[config.mk]
export PLATFORM = sky130hd
export DESIGN_NAME = conv_window_3x3
export DESIGN_NICKNAME = d
export VERILOG_FILES = /design/src/verilog/conv_layer_pkg.sv /design/src/verilog/conv_window_3x3.sv
export VERILOG_INCLUDE_DIRS = /design/src /design/src/include
export SDC_FILE = /design/constraint.sdc
export NUM_CORES = 1
export LEC_CHECK = 0
export CAP_MARGIN = 10
export CORE_ASPECT_RATIO = 0.9
export CORE_MARGIN = 2
export CORE_UTILIZATION = 62
export DETAILED_ROUTE_END_ITERATION = 10
export DONT_BUFFER_PORTS = 1
export PLACE_DENSITY = 0.84
export SLEW_MARGIN = 20
export SYNTH_ARGS = -nofsm -noshare
export SYNTH_HDL_FRONTEND = slang
export SYNTH_SLANG_ARGS = --single-unit
[constraint.sdc]
create_clock -name clk -period 3.9 [get_ports clk]
set_input_delay 0.585 -clock clk [delete_from_list [all_inputs] [get_ports clk]]
set_output_delay 0.585 -clock clk [all_outputs]
set_load 0.02 [all_outputs]
[src/include/conv_layer_settings.svh]
`ifndef CONV_LAYER_SETTINGS_SVH
`define CONV_LAYER_SETTINGS_SVH

////////////////////////////////////////////////////////////
// Image geometry
`define CONV_IMG_W      6
`define CONV_IMG_H      6
`define CONV_IMG_SIZE   (`CONV_IMG_W * `CONV_IMG_H)

// Channel counts
`define CONV_CH_IN      2
`define CONV_CH_OUT     3

////////////////////////////////////////////////////////////
// Data widths, all signed
`define CONV_DATA_W     16
`define CONV_ACC_W      40
`define CONV_TAPS       9

// Requantization before the clamp to the pixel range
`define CONV_OUT_SHIFT  4

// Idle cycles after each replayed plane, long enough to flush a row
`define CONV_PLANE_GAP  (`CONV_IMG_W + 2)

`endif
[src/verilog/conv_layer_pkg.sv]
`include "conv_layer_settings.svh"

package conv_layer_pkg;

  ////////////////////////////////////////////////////////////
  // Scalar data words
  typedef logic signed [`CONV_DATA_W-1:0] pixel_t;
  typedef logic signed [`CONV_ACC_W-1:0]  acc_t;

  ////////////////////////////////////////////////////////////
  // 3x3 neighbourhood, tap 0 is top-left, row-major
  typedef struct packed {
    pixel_t [`CONV_TAPS-1:0] tap;
  } window_t;

  // Kernel weights in the same tap order as window_t
  typedef struct packed {
    pixel_t [`CONV_TAPS-1:0] tap;
  } kernel_t;

  ////////////////////////////////////////////////////////////
  // Travels with every pixel from the loop buffer to the adder
  typedef struct packed {
    logic [1:0] ch_in;
    logic [1:0] ch_out;
    logic [5:0] pxl_idx;
    // Set on the final input channel of an output plane
    logic       last_ch_in;
  } plane_tag_t;

  // Loop buffer sequencer
  typedef enum logic [1:0] {
    LOOP_FILL   = 2'd0,
    LOOP_REPLAY = 2'd1,
    LOOP_GAP    = 2'd2
  } loop_state_e;

endpackage

[src/verilog/conv_window_3x3.sv]
`timescale 1ns/100ps
`include "conv_layer_settings.svh"

module conv_window_3x3 (
  input  logic                       clk,
  input  logic                       reset,
  input  logic                       loop_valid,
  input  conv_layer_pkg::pixel_t     loop_pxl,
  input  conv_layer_pkg::plane_tag_t loop_tag,
  output logic                       win_valid,
  output conv_layer_pkg::window_t    win_data,
  output conv_layer_pkg::plane_tag_t win_tag
);

  import conv_layer_pkg::*;

  localparam int IMG_W  = `CONV_IMG_W;
  localparam int IMG_H  = `CONV_IMG_H;
  // Newest pixel runs this far ahead of the window centre
  localparam int LAG    = IMG_W + 1;
  localparam int HEAD_W = $clog2(`CONV_IMG_SIZE + LAG + 1);
  localparam int LB_LEN = IMG_W - 3;
  localparam int ROW_W  = $clog2(IMG_H);
  localparam int COL_W  = $clog2(IMG_W);

  pixel_t            win_reg [3][3];
  pixel_t            lb [2][LB_LEN];
  logic [HEAD_W-1:0] head;
  logic [HEAD_W-1:0] cur_pos;
  logic              flush;
  logic              shift;
  logic              emit;
  pixel_t            shift_in;
  plane_tag_t        plane_tag;
  plane_tag_t        tag_src;
  logic [ROW_W-1:0]  nxt_row;
  logic [COL_W-1:0]  nxt_col;
  logic [ROW_W-1:0]  ctr_row;
  logic [COL_W-1:0]  ctr_col;
  logic [2:0]        row_ok;
  logic [2:0]        col_ok;

  ////////////////////////////////////////////////////////////
  // Stream position and flush control
  assign cur_pos  = loop_valid ? HEAD_W'(loop_tag.pxl_idx) : head;
  // Keep shifting after the last pixel until the final centre is out
  assign flush    = !loop_valid && (head >= HEAD_W'(`CONV_IMG_SIZE))
                    && (head < HEAD_W'(`CONV_IMG_SIZE + LAG));
  assign shift    = loop_valid || flush;
  assign emit     = shift && (cur_pos >= HEAD_W'(LAG));
  assign shift_in = loop_valid ? loop_pxl : '0;
  assign tag_src  = loop_valid ? loop_tag : plane_tag;

  always_ff @(posedge clk) begin
    if (reset) begin
      head <= '0;
    end else if (shift) begin
      head <= cur_pos + 1'b1;
    end
  end

  // Two line buffers between the three window rows
  always_ff @(posedge clk) begin
    if (shift) begin
      for (int r = 0; r < 3; r++) begin
        win_reg[r][0] <= win_reg[r][1];
        win_reg[r][1] <= win_reg[r][2];
      end
      win_reg[2][2] <= shift_in;
      win_reg[1][2] <= lb[1][LB_LEN-1];
      win_reg[0][2] <= lb[0][LB_LEN-1];
      lb[1][0]      <= win_reg[2][0];
      lb[0][0]      <= win_reg[1][0];
      for (int i = 1; i < LB_LEN; i++) begin
        lb[1][i] <= lb[1][i-1];
        lb[0][i] <= lb[0][i-1];
      end
    end
  end

  ////////////////////////////////////////////////////////////
  // Centre position of the window leaving next
  always_ff @(posedge clk) begin
    if (reset) begin
      nxt_row <= '0;
      nxt_col <= '0;
      ctr_row <= '0;
      ctr_col <= '0;
    end else if (loop_valid && loop_tag.pxl_idx == '0) begin
      nxt_row <= '0;
      nxt_col <= '0;
    end else if (emit) begin
      ctr_row <= nxt_row;
      ctr_col <= nxt_col;
      if (nxt_col == COL_W'(IMG_W - 1)) begin
        nxt_col <= '0;
        nxt_row <= nxt_row + 1'b1;
      end else begin
        nxt_col <= nxt_col + 1'b1;
      end
    end
  end

  always_ff @(posedge clk) begin
    if (loop_valid) begin
      plane_tag <= loop_tag;
    end
    if (emit) begin
      win_tag <= '{ch_in: tag_src.ch_in, ch_out: tag_src.ch_out,
                   pxl_idx: 6'(cur_pos - HEAD_W'(LAG)), last_ch_in: tag_src.last_ch_in};
    end
  end

  always_ff @(posedge clk) begin
    if (reset) begin
      win_valid <= 1'b0;
    end else begin
      win_valid <= emit;
    end
  end

  // Zero padding around the image border
  assign row_ok = {ctr_row != ROW_W'(IMG_H - 1), 1'b1, ctr_row != '0};
  assign col_ok = {ctr_col != COL_W'(IMG_W - 1), 1'b1, ctr_col != '0};

  always_comb begin
    win_data = '0;
    for (int r = 0; r < 3; r++) begin
      for (int c = 0; c < 3; c++) begin
        if (row_ok[r] && col_ok[c]) begin
          win_data.tap[3*r+c] = win_reg[r][c];
        end
      end
    end
  end

endmodule

==> impl_metrics.toml <==
[status]
status = "finished, final reports clean"

[timing]
timing_hold_violations_final = 0
finClkSkew_ns = 0.0207
rsz0062_at_grt = "no"
whs_ns = 0.130
finalCritPeriodShare_pct = 78.4
fin_setup_tns_ns = 0
report.final.slew_viol_count = 0
fmax_ghz = 0.327
setup_viol = 0
tightest_slew_ns = 0.963
fin_crit_ns = 3.06
slew_headroom_pct = 35.6

[yosys]
synthesis.area_um2 = 9940
yosysTopAreaCell = "edfxtp_1"
ys_types = 45
synth_edf_count = 251
yosys.area.top_type_share_pct = 75.8
ys_seq_elements = 275
async_flop_share_pct = 0
synth_seq_area_share_pct = 80.6
ys_warn_count = 0
synth_area_leaders = "edfxtp_1 76%, and2_1 6.0%, dfxtp_1 4.8%"
syn_avg_cell_area_um2 = 17.4
syn-num-nets = 602
syn_inst = 570
synth_ff_type = "edfxtp_1"

[layout]
diodes = 0
final_cell_mix = "251 x edfxtp_1, 96 x and2_1, 27 x clkbuf_16"
area_growth_syn_to_layout_pct = 9.63
largest_register_ffs = 144
mostFrequentLayoutCell = "edfxtp_1"
fin_nets = 599
drive_gt1_share_pct = 9.88

[power]
power_density_nw_per_um2 = 585
leakage_nw = 3.80
power_mw = 6.37
irDropWorstVdd_v = 0.000528

[die]
fp.coreArea_um2 = 15500
io_pins = 186
rows = 43
die_area_um2 = 17100
die_w_um = 137
start_util_pct = 63.9
die_h_um = 124

[global_route]
grt_pass1_wl_um = 23400
grt_pass1_vias = 4324
antenna_found_initial = 0
grt-ovfl-total = 0
grt_start_max_net_pins = 133
grt_usage_pct = 18.1

[drt]
drt-wirelength-per-cell_um = 20.0
vias = 4653
dr.first_iter.drc_count = 376
finalWirelength_um = 15800
drt-pass1-iter-count = 5
drc = 0
via_per_inst = 5.90
drtAntennaViolNets = 0

[clocking]
clk_latency_ns = 0.51
htreeDepth = 1
cts_buffers = 26
numClockSinks = 275
clock-root-buffer = "clkbuf_16"
ctsResizeCount = 0
post_cts_buffers = 0
hold_buffers = 0
path_clk_slew_ns = 0.06
cts_tree = "done"
clock_path_buffers = 3

[critical_path]
reg2reg_from = "head[4]"
cp-startpoint = "ctr_row[1]"
cp.arrival_ns = 2.47
worstSetupPathType = "flip-flop to output pin"
cp.required_ns = 3.31
startpoint_type = "flip-flop"
cp-end-kind = "output pin"
worstPathMaxFanout = 33

[placed_design]
place.gp.congestion = 0.873
numPortBuffers = 0
dp_hpwl_um = 10000

[worst_hold_path]
min_from = "reset"
hold_class = "input port to flip-flop"

[run]
cap_violations = 0
==> synth_stat cells, types with 3 or more instances <==
master    instances
inv_1             3
clkbuf_1         14
buf_4            17
nor2b_1          26
and2b_1           8
o21ai_0           9
nor3_1            5
nand3_1           9
mux2i_1           8
xnor2_1           4
nand3b_1          4
xor2_1            3
edfxtp_1        251
a21oi_1          15
nand2_1          13
nor2_1            7
mux2_2            6
and2_1           96
and3_1           16
dfxtp_1          24
==> worst paths after layout <==
kind,endpoint,slack [ns],cells past startpoint
hold reg to reg,win_reg[0][11],0.41,0
hold / removal,head[5],0.13,1
setup reg to reg,lb[0][31],1.13,4
setup / recovery,win_data[110],0.84,3
==> cell families (layout without fill, tap and decap cells) <==
| family | count (synthesis) | in the layout | share of synthesized area, % |
|---|---|---|---|
| xor gates and xnor gates | 7 | 7 | 0.617 |
| buffers and inverters | 39 | 56 | 2.29 |
| AOI/OAI and AO/OA | 35 | 35 | 2.37 |
| DFF | 275 | 275 | 80.6 |
| adders and majority gates | 2 | 2 | 0.252 |
| and+or+nand+nor | 197 | 197 | 12.2 |
| muxes | 15 | 15 | 1.62 |
==> cell type report <==
class / count / area, µm²
fillers: 957 / 4650
well taps: 202 / 253
clock buffers: 33 / 718
clock inverters: 15 / 139
flip-flops and latches: 275 / 8020
repair buffers: 4 / 42.5
inverters: 4 / 22.5
multi-input cells: 256 / 1710
==> where the power goes <==
group	switching [mW]	internal, mW	total [mW]
Combinational	0.211	0.0694	0.280
Clock	0.987	1.49	2.48
Sequential	0.122	3.49	3.61
==> routing by layer <==
metal	vias to the layer above	GRT usage (%)	part of all wire, %
met5	-	0	0
met4	0	4.57	2.1
met3	30	5.90	11
met2	256	28.7	48
met1	2304	24.5	40
li1	2063	-	-
==> worst max-delay path, stage by stage (launching register included) <==
cell,delay [ns]
dfxtp_1,0.32
nand3b_1,0.70
and2b_1,0.62
and2_1,0.32
==> through the flow <==
| step | area [µm²] | utilization [%] | worst slack (ns) | instances |
|---|---|---|---|---|
| after floorplan | 9940 | - | 0.963 | 570 |
| final | 10900 | 70.1 | 0.842 | 789 |
| after global routing | 10900 | 70.1 | 0.592 | 789 |
| after CTS | 10900 | 70.1 | 0.820 | 789 |
| after global placement | 10000 | 64.6 | 1.36 | 741 |
| after detailed placement | 10000 | 64.6 | 1.16 | 741 |
Note: power is estimated with default switching activity, not from simulation.
